$ cat config.mk
export PLATFORM = sky130hd
export DESIGN_NAME = rv_core
export DESIGN_NICKNAME = d
export VERILOG_FILES = /design/src/design/rv_core_pkg.sv /design/src/design/fetch_stage.sv /design/src/design/decode_stage.sv /design/src/design/register_file.sv /design/src/design/execute_stage.sv /design/src/design/memory_stage.sv /design/src/design/rv_core.sv
export SDC_FILE = /design/constraint.sdc
export NUM_CORES = 2
export LEC_CHECK = 0
export BUFFER_PORTS_ARGS = -buffer_cell sky130_fd_sc_hd__buf_4
export CORE_MARGIN = 4
export CORE_UTILIZATION = 30
export CTS_CLUSTER_SIZE = 14
export DETAILED_ROUTE_END_ITERATION = 10
export PLACE_DENSITY = 0.46
export SYNTH_ARGS = -nofsm -noshare
export SYNTH_HDL_FRONTEND = slang
export SYNTH_SLANG_ARGS = --single-unit
$ cat constraint.sdc
create_clock -name clk_b -period 12.5 [get_ports clk_b]
set_clock_uncertainty 0.05 [all_clocks]
set_input_delay 1.875 -clock clk_b [delete_from_list [all_inputs] [get_ports clk_b]]
set_output_delay 1.875 -clock clk_b [all_outputs]
set_load 0.01 [all_outputs]
$ cat src/design/rv_core_pkg.sv
package rv_core_pkg;

    typedef logic [31:0] word_t;
    typedef logic [4:0]  reg_addr_t;

    // ALU functions and branch compares share one field
    typedef enum logic [4:0] {
        ALU_ADD,
        ALU_SUB,
        ALU_AND,
        ALU_OR,
        ALU_XOR,
        ALU_SLL,
        ALU_SRL,
        ALU_SRA,
        ALU_SLT,
        ALU_SLTU,
        ALU_BEQ,
        ALU_BNE,
        ALU_BLT,
        ALU_BGE,
        ALU_BLTU,
        ALU_BGEU,
        ALU_NONE
    } alu_op_e;

    typedef enum logic [1:0] {
        OP1_RS1,
        OP1_PC,
        OP1_ZERO
    } op1_sel_e;

    typedef enum logic [2:0] {
        OP2_RS2,
        OP2_IMM_I,
        OP2_IMM_S,
        OP2_IMM_J,
        OP2_IMM_U
    } op2_sel_e;

    typedef enum logic [1:0] {
        WB_ALU,
        WB_MEM,
        WB_PC_PLUS4,
        WB_NONE
    } wb_sel_e;

    // ----------------------------------------
    // Addresses

    localparam word_t START_ADDR  = 32'h0000_0000;
    localparam word_t PROGRAM_END = 32'd512;

    // addi x0, x0, 0
    localparam word_t BUBBLE = 32'h0000_0013;

    // ----------------------------------------
    // Major opcodes

    localparam logic [6:0] OPC_LUI    = 7'b0110111;
    localparam logic [6:0] OPC_AUIPC  = 7'b0010111;
    localparam logic [6:0] OPC_JAL    = 7'b1101111;
    localparam logic [6:0] OPC_JALR   = 7'b1100111;
    localparam logic [6:0] OPC_BRANCH = 7'b1100011;
    localparam logic [6:0] OPC_LOAD   = 7'b0000011;
    localparam logic [6:0] OPC_STORE  = 7'b0100011;
    localparam logic [6:0] OPC_OP_IMM = 7'b0010011;
    localparam logic [6:0] OPC_OP     = 7'b0110011;

endpackage

$ cat src/design/fetch_stage.sv
`timescale 1ns/1ns

module fetch_stage (
    input  logic               clk_b,
    input  logic               reset,
    input  logic               redirect,
    input  rv_core_pkg::word_t redirect_pc,
    input  logic               stall,
    input  rv_core_pkg::word_t imem_inst,
    output rv_core_pkg::word_t imem_addr,
    output rv_core_pkg::word_t id_pc,
    output rv_core_pkg::word_t id_inst,
    output logic               exit
);

    rv_core_pkg::word_t pc;
    rv_core_pkg::word_t pc_next;

    assign imem_addr = pc;
    assign exit      = (pc == rv_core_pkg::PROGRAM_END);

    // Redirect beats stall, stall and halt both hold
    always_comb begin
        if (redirect) begin
            pc_next = redirect_pc;
        end else if (stall || exit) begin
            pc_next = pc;
        end else begin
            pc_next = pc + 32'd4;
        end
    end

    always_ff @(posedge clk_b or posedge reset) begin
        if (reset) begin
            pc <= rv_core_pkg::START_ADDR;
        end else begin
            pc <= pc_next;
        end
    end

    // ----------------------------------------
    // IF/ID register

    always_ff @(posedge clk_b or posedge reset) begin
        if (reset) begin
            id_inst <= rv_core_pkg::BUBBLE;
        end else if (redirect) begin
            id_inst <= rv_core_pkg::BUBBLE;
        end else if (!stall) begin
            id_inst <= imem_inst;
        end
    end

    always_ff @(posedge clk_b) begin
        if (!stall) begin
            id_pc <= pc;
        end
    end

    // Redirect targets come from execute
    pc_aligned: assert property (@(posedge clk_b) disable iff (reset) pc[1:0] == 2'b00);

endmodule

$ cat src/design/decode_stage.sv
`timescale 1ns/1ns

module decode_stage (
    input  logic                   clk_b,
    input  logic                   reset,
    input  rv_core_pkg::word_t     id_pc,
    input  rv_core_pkg::word_t     id_inst,
    input  logic                   redirect,
    input  rv_core_pkg::word_t     rs1_rdata,
    input  rv_core_pkg::word_t     rs2_rdata,
    input  rv_core_pkg::reg_addr_t mem_rd,
    input  logic                   mem_rf_wen,
    input  rv_core_pkg::word_t     mem_wb_data,
    input  rv_core_pkg::reg_addr_t wb_rd,
    input  logic                   wb_rf_wen,
    input  rv_core_pkg::word_t     wb_data,
    output logic                   stall,
    output rv_core_pkg::reg_addr_t rs1_addr,
    output rv_core_pkg::reg_addr_t rs2_addr,
    output rv_core_pkg::word_t     ex_pc,
    output rv_core_pkg::word_t     ex_op1,
    output rv_core_pkg::word_t     ex_op2,
    output rv_core_pkg::word_t     ex_rs2_data,
    output rv_core_pkg::word_t     ex_imm_b,
    output rv_core_pkg::reg_addr_t ex_rd,
    output logic                   ex_rf_wen,
    output logic                   ex_mem_wen,
    output rv_core_pkg::wb_sel_e   ex_wb_sel,
    output rv_core_pkg::alu_op_e   ex_alu_op
);

    rv_core_pkg::word_t   inst;
    rv_core_pkg::word_t   imm_i;
    rv_core_pkg::word_t   imm_s;
    rv_core_pkg::word_t   imm_b;
    rv_core_pkg::word_t   imm_j;
    rv_core_pkg::word_t   imm_u;
    rv_core_pkg::word_t   rs1_data;
    rv_core_pkg::word_t   rs2_data;
    rv_core_pkg::word_t   op1;
    rv_core_pkg::word_t   op2;
    rv_core_pkg::alu_op_e arith_op;
    rv_core_pkg::alu_op_e branch_op;
    rv_core_pkg::alu_op_e alu_op;
    rv_core_pkg::op1_sel_e op1_sel;
    rv_core_pkg::op2_sel_e op2_sel;
    rv_core_pkg::wb_sel_e wb_sel;
    logic                 mem_wen;

    // Load-use and ALU-use hazard against the instruction in execute
    assign stall = ex_rf_wen && (ex_rd != '0) &&
                   ((ex_rd == id_inst[19:15]) || (ex_rd == id_inst[24:20]));

    assign inst     = (redirect || stall) ? rv_core_pkg::BUBBLE : id_inst;
    assign rs1_addr = inst[19:15];
    assign rs2_addr = inst[24:20];

    assign imm_i = {{20{inst[31]}}, inst[31:20]};
    assign imm_s = {{20{inst[31]}}, inst[31:25], inst[11:7]};
    assign imm_b = {{20{inst[31]}}, inst[7], inst[30:25], inst[11:8], 1'b0};
    assign imm_j = {{12{inst[31]}}, inst[19:12], inst[20], inst[30:21], 1'b0};
    assign imm_u = {inst[31:12], 12'b0};

    // Memory stage is younger, so it wins over writeback
    function automatic rv_core_pkg::word_t bypass(input rv_core_pkg::reg_addr_t addr,
                                                  input rv_core_pkg::word_t rf_data);
        if (addr == '0) begin
            return '0;
        end else if (mem_rf_wen && (mem_rd == addr)) begin
            return mem_wb_data;
        end else if (wb_rf_wen && (wb_rd == addr)) begin
            return wb_data;
        end
        return rf_data;
    endfunction

    always_comb begin
        rs1_data = bypass(rs1_addr, rs1_rdata);
        rs2_data = bypass(rs2_addr, rs2_rdata);
    end

    // ----------------------------------------
    // Instruction decode

    always_comb begin
        case (inst[14:12])
            3'b000:  arith_op = (inst[6:0] == rv_core_pkg::OPC_OP && inst[30]) ?
                                rv_core_pkg::ALU_SUB : rv_core_pkg::ALU_ADD;
            3'b001:  arith_op = rv_core_pkg::ALU_SLL;
            3'b010:  arith_op = rv_core_pkg::ALU_SLT;
            3'b011:  arith_op = rv_core_pkg::ALU_SLTU;
            3'b100:  arith_op = rv_core_pkg::ALU_XOR;
            3'b101:  arith_op = inst[30] ? rv_core_pkg::ALU_SRA : rv_core_pkg::ALU_SRL;
            3'b110:  arith_op = rv_core_pkg::ALU_OR;
            default: arith_op = rv_core_pkg::ALU_AND;
        endcase
        case (inst[14:12])
            3'b000:  branch_op = rv_core_pkg::ALU_BEQ;
            3'b001:  branch_op = rv_core_pkg::ALU_BNE;
            3'b100:  branch_op = rv_core_pkg::ALU_BLT;
            3'b101:  branch_op = rv_core_pkg::ALU_BGE;
            3'b110:  branch_op = rv_core_pkg::ALU_BLTU;
            3'b111:  branch_op = rv_core_pkg::ALU_BGEU;
            default: branch_op = rv_core_pkg::ALU_NONE;
        endcase
    end

    // Unknown opcodes keep the no-op defaults
    always_comb begin
        alu_op  = rv_core_pkg::ALU_NONE;
        op1_sel = rv_core_pkg::OP1_RS1;
        op2_sel = rv_core_pkg::OP2_RS2;
        wb_sel  = rv_core_pkg::WB_NONE;
        mem_wen = 1'b0;
        case (inst[6:0])
            rv_core_pkg::OPC_LUI, rv_core_pkg::OPC_AUIPC: begin
                alu_op  = rv_core_pkg::ALU_ADD;
                op1_sel = inst[5] ? rv_core_pkg::OP1_ZERO : rv_core_pkg::OP1_PC;
                op2_sel = rv_core_pkg::OP2_IMM_U;
                wb_sel  = rv_core_pkg::WB_ALU;
            end
            rv_core_pkg::OPC_JAL: begin
                alu_op  = rv_core_pkg::ALU_ADD;
                op1_sel = rv_core_pkg::OP1_PC;
                op2_sel = rv_core_pkg::OP2_IMM_J;
                wb_sel  = rv_core_pkg::WB_PC_PLUS4;
            end
            rv_core_pkg::OPC_JALR: begin
                alu_op  = rv_core_pkg::ALU_ADD;
                op2_sel = rv_core_pkg::OP2_IMM_I;
                wb_sel  = rv_core_pkg::WB_PC_PLUS4;
            end
            rv_core_pkg::OPC_BRANCH: alu_op = branch_op;
            rv_core_pkg::OPC_LOAD: begin
                alu_op  = rv_core_pkg::ALU_ADD;
                op2_sel = rv_core_pkg::OP2_IMM_I;
                wb_sel  = rv_core_pkg::WB_MEM;
            end
            rv_core_pkg::OPC_STORE: begin
                alu_op  = rv_core_pkg::ALU_ADD;
                op2_sel = rv_core_pkg::OP2_IMM_S;
                mem_wen = 1'b1;
            end
            rv_core_pkg::OPC_OP_IMM: begin
                alu_op  = arith_op;
                op2_sel = rv_core_pkg::OP2_IMM_I;
                wb_sel  = rv_core_pkg::WB_ALU;
            end
            rv_core_pkg::OPC_OP: begin
                alu_op  = arith_op;
                wb_sel  = rv_core_pkg::WB_ALU;
            end
            default: ;
        endcase
    end

    always_comb begin
        case (op1_sel)
            rv_core_pkg::OP1_PC:   op1 = id_pc;
            rv_core_pkg::OP1_ZERO: op1 = '0;
            default:               op1 = rs1_data;
        endcase
        case (op2_sel)
            rv_core_pkg::OP2_IMM_I: op2 = imm_i;
            rv_core_pkg::OP2_IMM_S: op2 = imm_s;
            rv_core_pkg::OP2_IMM_J: op2 = imm_j;
            rv_core_pkg::OP2_IMM_U: op2 = imm_u;
            default:                op2 = rs2_data;
        endcase
    end

    // ----------------------------------------
    // ID/EX register

    always_ff @(posedge clk_b or posedge reset) begin
        if (reset) begin
            ex_rf_wen  <= 1'b0;
            ex_mem_wen <= 1'b0;
            ex_wb_sel  <= rv_core_pkg::WB_NONE;
            ex_alu_op  <= rv_core_pkg::ALU_NONE;
        end else begin
            ex_rf_wen  <= (wb_sel != rv_core_pkg::WB_NONE);
            ex_mem_wen <= mem_wen;
            ex_wb_sel  <= wb_sel;
            ex_alu_op  <= alu_op;
        end
    end

    always_ff @(posedge clk_b) begin
        ex_pc       <= id_pc;
        ex_op1      <= op1;
        ex_op2      <= op2;
        ex_rs2_data <= rs2_data;
        ex_imm_b    <= imm_b;
        ex_rd       <= inst[11:7];
    end

endmodule

$ cat src/design/register_file.sv
`timescale 1ns/1ns

module register_file (
    input  logic                   clk_b,
    input  rv_core_pkg::reg_addr_t rs1_addr,
    input  rv_core_pkg::reg_addr_t rs2_addr,
    input  rv_core_pkg::reg_addr_t wb_rd,
    input  logic                   wb_rf_wen,
    input  rv_core_pkg::word_t     wb_data,
    output rv_core_pkg::word_t     rs1_rdata,
    output rv_core_pkg::word_t     rs2_rdata
);

    // x0 has no storage
    rv_core_pkg::word_t regs [1:31];

    always_ff @(posedge clk_b) begin
        if (wb_rf_wen) begin
            regs[wb_rd] <= wb_data;
        end
    end

    assign rs1_rdata = (rs1_addr == '0) ? '0 : regs[rs1_addr];
    assign rs2_rdata = (rs2_addr == '0) ? '0 : regs[rs2_addr];

    // Memory stage masks x0 before MEM/WB
    no_x0_write: assert property (@(posedge clk_b) wb_rf_wen |-> wb_rd != '0);

endmodule

$ cat src/design/execute_stage.sv
`timescale 1ns/1ns

module execute_stage (
    input  logic                   clk_b,
    input  logic                   reset,
    input  rv_core_pkg::word_t     ex_pc,
    input  rv_core_pkg::word_t     ex_op1,
    input  rv_core_pkg::word_t     ex_op2,
    input  rv_core_pkg::word_t     ex_rs2_data,
    input  rv_core_pkg::word_t     ex_imm_b,
    input  rv_core_pkg::reg_addr_t ex_rd,
    input  logic                   ex_rf_wen,
    input  logic                   ex_mem_wen,
    input  rv_core_pkg::wb_sel_e   ex_wb_sel,
    input  rv_core_pkg::alu_op_e   ex_alu_op,
    output logic                   redirect,
    output rv_core_pkg::word_t     redirect_pc,
    output rv_core_pkg::word_t     mem_pc,
    output rv_core_pkg::word_t     mem_alu_out,
    output rv_core_pkg::word_t     mem_rs2_data,
    output rv_core_pkg::reg_addr_t mem_rd,
    output logic                   mem_rf_wen,
    output logic                   mem_mem_wen,
    output rv_core_pkg::wb_sel_e   mem_wb_sel
);

    rv_core_pkg::word_t alu_out;
    logic               br_taken;
    logic               jump;

    always_comb begin
        alu_out  = '0;
        br_taken = 1'b0;
        case (ex_alu_op)
            rv_core_pkg::ALU_ADD:  alu_out = ex_op1 + ex_op2;
            rv_core_pkg::ALU_SUB:  alu_out = ex_op1 - ex_op2;
            rv_core_pkg::ALU_AND:  alu_out = ex_op1 & ex_op2;
            rv_core_pkg::ALU_OR:   alu_out = ex_op1 | ex_op2;
            rv_core_pkg::ALU_XOR:  alu_out = ex_op1 ^ ex_op2;
            rv_core_pkg::ALU_SLL:  alu_out = ex_op1 << ex_op2[4:0];
            rv_core_pkg::ALU_SRL:  alu_out = ex_op1 >> ex_op2[4:0];
            rv_core_pkg::ALU_SRA:  alu_out = $signed(ex_op1) >>> ex_op2[4:0];
            rv_core_pkg::ALU_SLT:  alu_out = {31'b0, $signed(ex_op1) < $signed(ex_op2)};
            rv_core_pkg::ALU_SLTU: alu_out = {31'b0, ex_op1 < ex_op2};
            rv_core_pkg::ALU_BEQ:  br_taken = (ex_op1 == ex_op2);
            rv_core_pkg::ALU_BNE:  br_taken = (ex_op1 != ex_op2);
            rv_core_pkg::ALU_BLT:  br_taken = ($signed(ex_op1) < $signed(ex_op2));
            rv_core_pkg::ALU_BGE:  br_taken = ($signed(ex_op1) >= $signed(ex_op2));
            rv_core_pkg::ALU_BLTU: br_taken = (ex_op1 < ex_op2);
            rv_core_pkg::ALU_BGEU: br_taken = (ex_op1 >= ex_op2);
            default: ;
        endcase
    end

    // Only JAL and JALR link PC plus 4
    assign jump        = (ex_wb_sel == rv_core_pkg::WB_PC_PLUS4);
    assign redirect    = jump || br_taken;
    assign redirect_pc = jump ? {alu_out[31:1], 1'b0} : ex_pc + ex_imm_b;

    // ----------------------------------------
    // EX/MEM register

    always_ff @(posedge clk_b or posedge reset) begin
        if (reset) begin
            mem_rf_wen  <= 1'b0;
            mem_mem_wen <= 1'b0;
            mem_wb_sel  <= rv_core_pkg::WB_NONE;
        end else begin
            mem_rf_wen  <= ex_rf_wen;
            mem_mem_wen <= ex_mem_wen;
            mem_wb_sel  <= ex_wb_sel;
        end
    end

    always_ff @(posedge clk_b) begin
        mem_pc       <= ex_pc;
        mem_alu_out  <= alu_out;
        mem_rs2_data <= ex_rs2_data;
        mem_rd       <= ex_rd;
    end

    // Targets depend on decode immediates and the fetched PC
    redirect_aligned: assert property (@(posedge clk_b) disable iff (reset)
        redirect |-> redirect_pc[1:0] == 2'b00);

endmodule

$ cat src/design/memory_stage.sv
`timescale 1ns/1ns

module memory_stage (
    input  logic                   clk_b,
    input  logic                   reset,
    input  rv_core_pkg::word_t     mem_pc,
    input  rv_core_pkg::word_t     mem_alu_out,
    input  rv_core_pkg::word_t     mem_rs2_data,
    input  rv_core_pkg::reg_addr_t mem_rd,
    input  logic                   mem_rf_wen,
    input  logic                   mem_mem_wen,
    input  rv_core_pkg::wb_sel_e   mem_wb_sel,
    input  rv_core_pkg::word_t     dmem_rdata,
    output rv_core_pkg::word_t     dmem_addr,
    output rv_core_pkg::word_t     dmem_wdata,
    output logic                   dmem_wen,
    output rv_core_pkg::word_t     mem_wb_data,
    output rv_core_pkg::reg_addr_t wb_rd,
    output logic                   wb_rf_wen,
    output rv_core_pkg::word_t     wb_data
);

    assign dmem_addr  = mem_alu_out;
    assign dmem_wdata = mem_rs2_data;
    assign dmem_wen   = mem_mem_wen;

    // Also feeds the decode bypass
    always_comb begin
        case (mem_wb_sel)
            rv_core_pkg::WB_MEM:      mem_wb_data = dmem_rdata;
            rv_core_pkg::WB_PC_PLUS4: mem_wb_data = mem_pc + 32'd4;
            default:                  mem_wb_data = mem_alu_out;
        endcase
    end

    // ----------------------------------------
    // MEM/WB register

    always_ff @(posedge clk_b or posedge reset) begin
        if (reset) begin
            wb_rf_wen <= 1'b0;
        end else begin
            wb_rf_wen <= mem_rf_wen && (mem_rd != '0);
        end
    end

    always_ff @(posedge clk_b) begin
        wb_rd   <= mem_rd;
        wb_data <= mem_wb_data;
    end

endmodule

$ cat src/design/rv_core.sv
`timescale 1ns/1ns

module rv_core (
    input  logic               clk_b,
    input  logic               reset,
    input  rv_core_pkg::word_t imem_inst,
    input  rv_core_pkg::word_t dmem_rdata,
    output rv_core_pkg::word_t imem_addr,
    output rv_core_pkg::word_t dmem_addr,
    output rv_core_pkg::word_t dmem_wdata,
    output logic               dmem_wen,
    output logic               exit
);

    // Hazard control
    logic                   redirect;
    rv_core_pkg::word_t     redirect_pc;
    logic                   stall;

    // IF/ID
    rv_core_pkg::word_t     id_pc;
    rv_core_pkg::word_t     id_inst;

    // Register file reads
    rv_core_pkg::reg_addr_t rs1_addr;
    rv_core_pkg::reg_addr_t rs2_addr;
    rv_core_pkg::word_t     rs1_rdata;
    rv_core_pkg::word_t     rs2_rdata;

    // ID/EX
    rv_core_pkg::word_t     ex_pc;
    rv_core_pkg::word_t     ex_op1;
    rv_core_pkg::word_t     ex_op2;
    rv_core_pkg::word_t     ex_rs2_data;
    rv_core_pkg::word_t     ex_imm_b;
    rv_core_pkg::reg_addr_t ex_rd;
    logic                   ex_rf_wen;
    logic                   ex_mem_wen;
    rv_core_pkg::wb_sel_e   ex_wb_sel;
    rv_core_pkg::alu_op_e   ex_alu_op;

    // EX/MEM
    rv_core_pkg::word_t     mem_pc;
    rv_core_pkg::word_t     mem_alu_out;
    rv_core_pkg::word_t     mem_rs2_data;
    rv_core_pkg::reg_addr_t mem_rd;
    logic                   mem_rf_wen;
    logic                   mem_mem_wen;
    rv_core_pkg::wb_sel_e   mem_wb_sel;
    rv_core_pkg::word_t     mem_wb_data;

    // MEM/WB
    rv_core_pkg::reg_addr_t wb_rd;
    logic                   wb_rf_wen;
    rv_core_pkg::word_t     wb_data;

    // Port names match the nets above
    fetch_stage   fetch_stage_i   (.*);
    decode_stage  decode_stage_i  (.*);
    register_file register_file_i (.*);
    execute_stage execute_stage_i (.*);
    memory_stage  memory_stage_i  (.*);

endmodule

=== Word level (Yosys, flattened, before mapping) ===
Memories as Yosys holds them, arrays and structs flattened.
Cells that the tools add are included.

* Equality and inequality tests: 52
* Shift operators: 3
* Muxes and demuxes: 39
* Magnitude comparators: 4
* Add/sub/neg operators: 5
* Bitwise logic cells: 3
* Reduce and logical (&&, ||, !) cells: 24

{| class="wikitable"
|+ Operators with widths
! cell !! count
|-
| $mux 32 || 16
|-
| $pmux 32 s10 || 1
|-
| $pmux 32 s2 || 2
|-
| $pmux 32 s4 || 1
|-
| $add 32x3->32 const B || 2
|-
| $add 32x32->32 || 2
|-
| $ge 32x32->1 || 2
|-
| $lt 32x32->1 || 2
|-
| $eq 5x4->1 const B || 8
|-
| $pmux 5 s7 || 1
|-
| $and 32x32->32 || 1
|-
| $eq 32x10->1 const B || 1
|-
| $eq 32x32->1 || 1
|-
| $ne 32x32->1 || 1
|-
| $or 32x32->32 || 1
|-
| $shl 32x5->32 || 1
|-
| $shr 32x5->32 || 1
|-
| $sshr 32x5->32 || 1
|-
| $sub 32x32->32 || 1
|-
| $xor 32x32->32 || 1
|-
| $eq 5x5->1 || 6
|-
| $pmux 5 s6 || 1
|-
| $eq 7x6->1 const B || 3
|-
| $eq 7x7->1 const B || 3
|-
| other kinds (28) || 70
|}

* Input bits: 66
* Output and inout bits: 98
* RAM bits: 992
* Bits in registers: 393
* Memories kept: 1

{| class="wikitable"
|+ Memory list
! memory !! words !! bits a word !! read ports !! clocked after Yosys merged registers in !! wr ports !! line !! RTL
|-
| register_file_i.regs || 31 || 32 || 2 || 0 || 1 || register_file.sv:15 || <nowiki>rv_core_pkg::word_t regs [1:31];</nowiki>
|}

=== Longest topological paths before layout ===
* Depth after elaboration: 12
* Depth in mapped cells: 26

=== By module ===
Synthesis repeated with hierarchy kept, for this count alone.

* Cell total of the unflattened synthesis: 5625
* Area, all modules: 72485.8 um^2

{| class="wikitable"
|+ Modules (own cells, without submodules)
! module !! times used !! area an instance (um^2) !! sequential area each (um^2) !! cells each
|-
| register_file || 1 || 46498.3 || 29788.6 || 2601
|-
| execute_stage || 1 || 12684.7 || 2124.5 || 1716
|-
| decode_stage || 1 || 6756.5 || 3031.7 || 673
|-
| fetch_stage || 1 || 4096.4 || 2566.2 || 340
|-
| memory_stage || 1 || 2449.8 || 765.7 || 295
|}

=== Worst setup path after synthesis ===
Ideal clock, no wire load.

* Kind: reg-to-reg
* Start: register decode_stage_i.ex_op2[0]
* End: register decode_stage_i.ex_op1[15]
* Setup time: 0.079 ns
* Path buffers: 12
* Data arrival time: 6.242 ns
* Required time: 12.371 ns
* Stages on the path, launching flop included: 27
* Clock period less this slack: 6.372 ns
* Setup slack: 6.128 ns
* Cell sequence: dfxtp_1 buf_1 clkbuf_1 clkbuf_1 clkbuf_1 buf_1 inv_1 ha_1 nor4_1 nand4_1 o211ai_1 nand4_1 or4_1 buf_2 and3_1 buf_2 nand2_1 clkbuf_1 clkbuf_1 nor3_1 ha_1 clkbuf_1 nor2b_1 clkbuf_1 clkbuf_1 nand2_1 o211ai_1

* Cells in the longest elaborated chain, start to end: 12

{| class="wikitable"
|+ Ends and longest elaborated chain
! item !! line !! RTL
|-
| start: declaration || decode_stage.sv:22 || <nowiki>output rv_core_pkg::word_t ex_op2,</nowiki>
|-
| start signal: assignment || decode_stage.sv:192 || <nowiki>ex_op2 <= op2;</nowiki>
|-
| $ge 32x32->1, or another cell as far along || execute_stage.sv:50 || <nowiki>rv_core_pkg::ALU_BGEU: br_taken = (ex_op1 >= ex_op2);</nowiki>
|-
| $pmux 1 s6 (*) || execute_stage.sv:34 || <nowiki>case (ex_alu_op)</nowiki>
|-
| $logic_or 1x1->1 (*) || execute_stage.sv:57 || <nowiki>assign redirect = jump || br_taken;</nowiki>
|-
| $logic_or 1x1->1 (*) || decode_stage.sv:54 || <nowiki>assign inst = (redirect || stall) ? rv_core_pkg::BUBBLE : id_inst;</nowiki>
|-
| $mux 32 (*) || decode_stage.sv:54 ||
|-
| parallel branches: the longest is 6 deep, another holds $mem_v2 31x32 || n/a ||
|-
| $pmux 32 s2 (*) || decode_stage.sv:158 || <nowiki>case (op1_sel)</nowiki>
|-
| net decode_stage_i.op1[15] || decode_stage.sv:40 || <nowiki>rv_core_pkg::word_t op1;</nowiki>
|-
| end signal: assignment || decode_stage.sv:191 || <nowiki>ex_op1 <= op1;</nowiki>
|-
| end: declaration || decode_stage.sv:21 || <nowiki>output rv_core_pkg::word_t ex_op1,</nowiki>
|}

Mark *: on every way through the listed nets, which the timed path passes.
A chain may end at the register's enable or synchronous reset.

=== Worst setup path in the final report ===
* Start: register decode_stage_i.ex_op2[4]
* End: register decode_stage_i.ex_op1[14]

The elaborated chain is that of the path after synthesis.

==> results.cfg <==
[synthesis]
synth_common_cells = 1024 x edfxtp_1, 583 x mux2i_1, 561 x nand2_1
async_flop_share = 0.0565
synth_top_cell_by_area = edfxtp_1
syn_inst = 6450
netlist_area_um2 = 72100
synth-main-ff-cell = edfxtp_1
ys_seq_elements = 1380
synth_area_per_cell_um2 = 11.2
synth_warnings = 0
synth-edff-count = 1024
synth_nets = 6652
synthTopCellsByArea = edfxtp_1 43%, mux2i_1 8.1%, dfxtp_1 7.7%
synth_top_area_frac = 0.427
yosysUniqueCellTypes = 103
synth_most_common_cell = edfxtp_1
seq_area_frac_synth = 0.531

[clock_network]
clock_path_buffers = 3
clkTransAtPathRegs_ns = 0.06
cts.sinks = 1380
cts_tree = done
htreeDepth = 4
holdBufCountCts = 0
cts_made_buffers = 159
post-cts-setup-buffers = 0
cts_resized = 0
root_buffer = clkbuf_16
worstSkewPairLatency_ns = 0.86

[job]
max_cap_violations = 0

[worst_setup_path]
cp-end-kind = flip-flop
worstPathRequired_ns = 13.07
critical_path.startpoint = decode_stage_i.ex_op2[4]
worstRegToRegCells = 16
crit_fanout = 38
rr_startpoint = decode_stage_i.ex_op2[4]
r2r_slack_ns = 4.02
worstSetupPathType = flip-flop to flip-flop
crit_path_end = decode_stage_i.ex_op1[14]
reg2reg_to = decode_stage_i.ex_op1[14]
crit_arrival_ns = 9.05
start_kind = flip-flop

[global_route]
grt_usage = 0.286
globalRoute.totalOverflow = 0
antenna_found_initial = 34
grt_max_degree = 99
first_global_vias = 57600
grt_pass1_wl_um = 497000

[floorplanning]
die_h_um = 498
io_pins = 164
die_area_um2 = 248000
dieWidth_um = 498
start_util = 0.302
rows = 179
core_area_um2 = 239000

[placed_design]
portBuffers = 163
dp_hpwl_um = 241000
place_congestion = 0.958

[power_and_ir_drop]
ir_worst_vdd_mv = 0.168
power.total_uw = 25300
p_leak_uw = 0.0295
pwr_density_cell_nw_per_um2 = 306

[timing]
fin_tns_setup_ns = 0
fmaxAchievable_mhz = 118
finalHoldViolations = 0
final.period_utilization = 0.678
slew_violations = 0
period_needed_ns = 8.48
setup-violations-final = 0
max-slew-margin-rel = 0.0839
rsz0062_at_grt = false
worst_pin_slew_ns = 1.37

[detailed_routing]
wl_per_cell_um = 37.7
num_vias = 61500
first_pass_iters = 6
post-route-drc-count = 0
drt_first_iter_violations = 9375
viasPerCell = 6.26
final_antenna_net_count = 0
wl_um = 370000

[final_layout]
syn2layout_area_growth_pct = 14.7
drive_gt1_frac = 0.145
fillerInstances = 23700
finish.utilization = 0.346
multi_input_area_um2 = 31600
nNetsFinal = 6707
ff_latch_area_um2 = 38300

[min_path]
hp-class = flip-flop to flip-flop

[outcome]
status = completed
-- where the power goes --
part           internal, µW  leakage (µW)  switching [µW]
Combinational          3870        0.0143            9620
Sequential             6030        0.0127            1070
Clock                  2650       0.00252            2040
Total                 12600        0.0295           12700
-- metal layers --
metal	global-route usage	share of wire
met1	0.375	0.40
met2	0.433	0.44
met3	0.0707	0.10
met4	0.156	0.064
met5	0	0.00019
-- stage by stage --
stage / hold WS, ns / cells / instance area [µm²] / setup slack [ns]
floorplan: 0.260 / 6450 / 72100 / 6.13
global placement: 0.262 / 9511 / 77500 / 4.22
detailed placement: 0.268 / 9511 / 77500 / 4.32
CTS: 0.277 / 9804 / 82600 / 4.25
global route: 0.284 / 9807 / 82600 / 3.94
finish: 0.277 / 9813 / 82600 / 4.02
-- kinds of logic after synthesis --
| family | after synthesis | synth area share |
|---|---|---|
| AOI/OAI and AO/OA | 1918 | 0.183 |
| muxes | 750 | 0.115 |
| xor gates and xnor gates | 111 | 0.0135 |
| buffers and inverters | 661 | 0.0376 |
| DFF | 1380 | 0.531 |
| and+or+nand+nor | 1494 | 0.0959 |
| adders and majority gates | 136 | 0.0239 |
-- critical path: stages, from the launching register on --
cell	delay [ns]
dfxtp_1	0.33
buf_4	0.36
clkinv_1	0.64
ha_1	0.68
nor4_1	0.10
o31a_1	0.18
o311ai_4	0.36
a31oi_2	0.27
o31ai_2	0.69
nand3_2	0.73
nor2_4	0.53
buf_4	0.49
buf_4	0.51
a221o_1	0.28
o221a_2	0.63
nand2_1	0.56
o21ai_0	0.76
-- cell usage in the layout (no fill, tap or decap), types with 43 or more instances in the layout --
cell type	netlist	layout
o221ai_1	52	52
inv_1	150	148
mux2_2	113	113
mux4_2	52	52
a211oi_1	112	112
o22ai_1	108	108
xnor2_1	79	79
nand2_1	561	555
a221oi_1	144	144
ha_1	133	132
clkbuf_16	0	164
a31oi_1	91	91
buf_4	16	393
a22oi_1	104	104
o211ai_1	71	71
mux2i_1	583	583
dfxtp_1	278	275
dfrtp_1	70	63
nand4_1	47	47
nor2_1	344	303
nand3_1	187	182
a21o_1	46	46
a221o_1	54	54
and3_1	64	63
a21oi_1	391	391
clkbuf_1	331	43
o21ai_0	336	334
edfxtp_1	1024	1024
nor3_1	94	88
-- registers in the layout, indices dropped and copies added (netlist names), 2 cells and up --
name                          cells
decode_stage_i.ex_op1            32
execute_stage_i.mem_rs2_data     32
register_file_i.regs            992
fetch_stage_i.id_inst            32
execute_stage_i.mem_alu_out      32
decode_stage_i.ex_imm_b           8
execute_stage_i.mem_wb_sel        2
decode_stage_i.ex_pc             32
memory_stage_i.wb_data           32
decode_stage_i.ex_rd              4
execute_stage_i.mem_pc           32
fetch_stage_i.imem_addr          32
fetch_stage_i.id_pc              32
decode_stage_i.ex_rs2_data       32
execute_stage_i.mem_rd            5
decode_stage_i.ex_alu_op          5
decode_stage_i.ex_op2            32
decode_stage_i.ex_wb_sel          2
memory_stage_i.wb_rd              5
-- worst min path at each step --
stage / startpoint / endpoint / slack [ns] / cells after the start
5_1_grt: decode_stage_i.ex_rs2_data[1] / execute_stage_i.mem_rs2_data[1] / 0.28 / 0
3_3_place_gp: decode_stage_i.ex_rs2_data[1] / execute_stage_i.mem_rs2_data[1] / 0.26 / 0
2_1_floorplan: decode_stage_i.ex_rs2_data[0] / execute_stage_i.mem_rs2_data[0] / 0.26 / 0
6_report: decode_stage_i.ex_rs2_data[29] / execute_stage_i.mem_rs2_data[29] / 0.28 / 0
4_1_cts: decode_stage_i.ex_rs2_data[29] / execute_stage_i.mem_rs2_data[29] / 0.28 / 0
3_5_place_dp: decode_stage_i.ex_rs2_data[11] / execute_stage_i.mem_rs2_data[11] / 0.27 / 0
-- area by class of cell --
cell class,instances,area share
timing repair buffer,398,0.0369
antenna,9,0.000273
clock inverter,72,0.00846
clock buffer,221,0.0539
multi-input combinational,4409,0.382
tap,3167,0.0479
inverter,157,0.00715
sequential,1380,0.464
No activity file was read; power rests on OpenSTA's default activity.
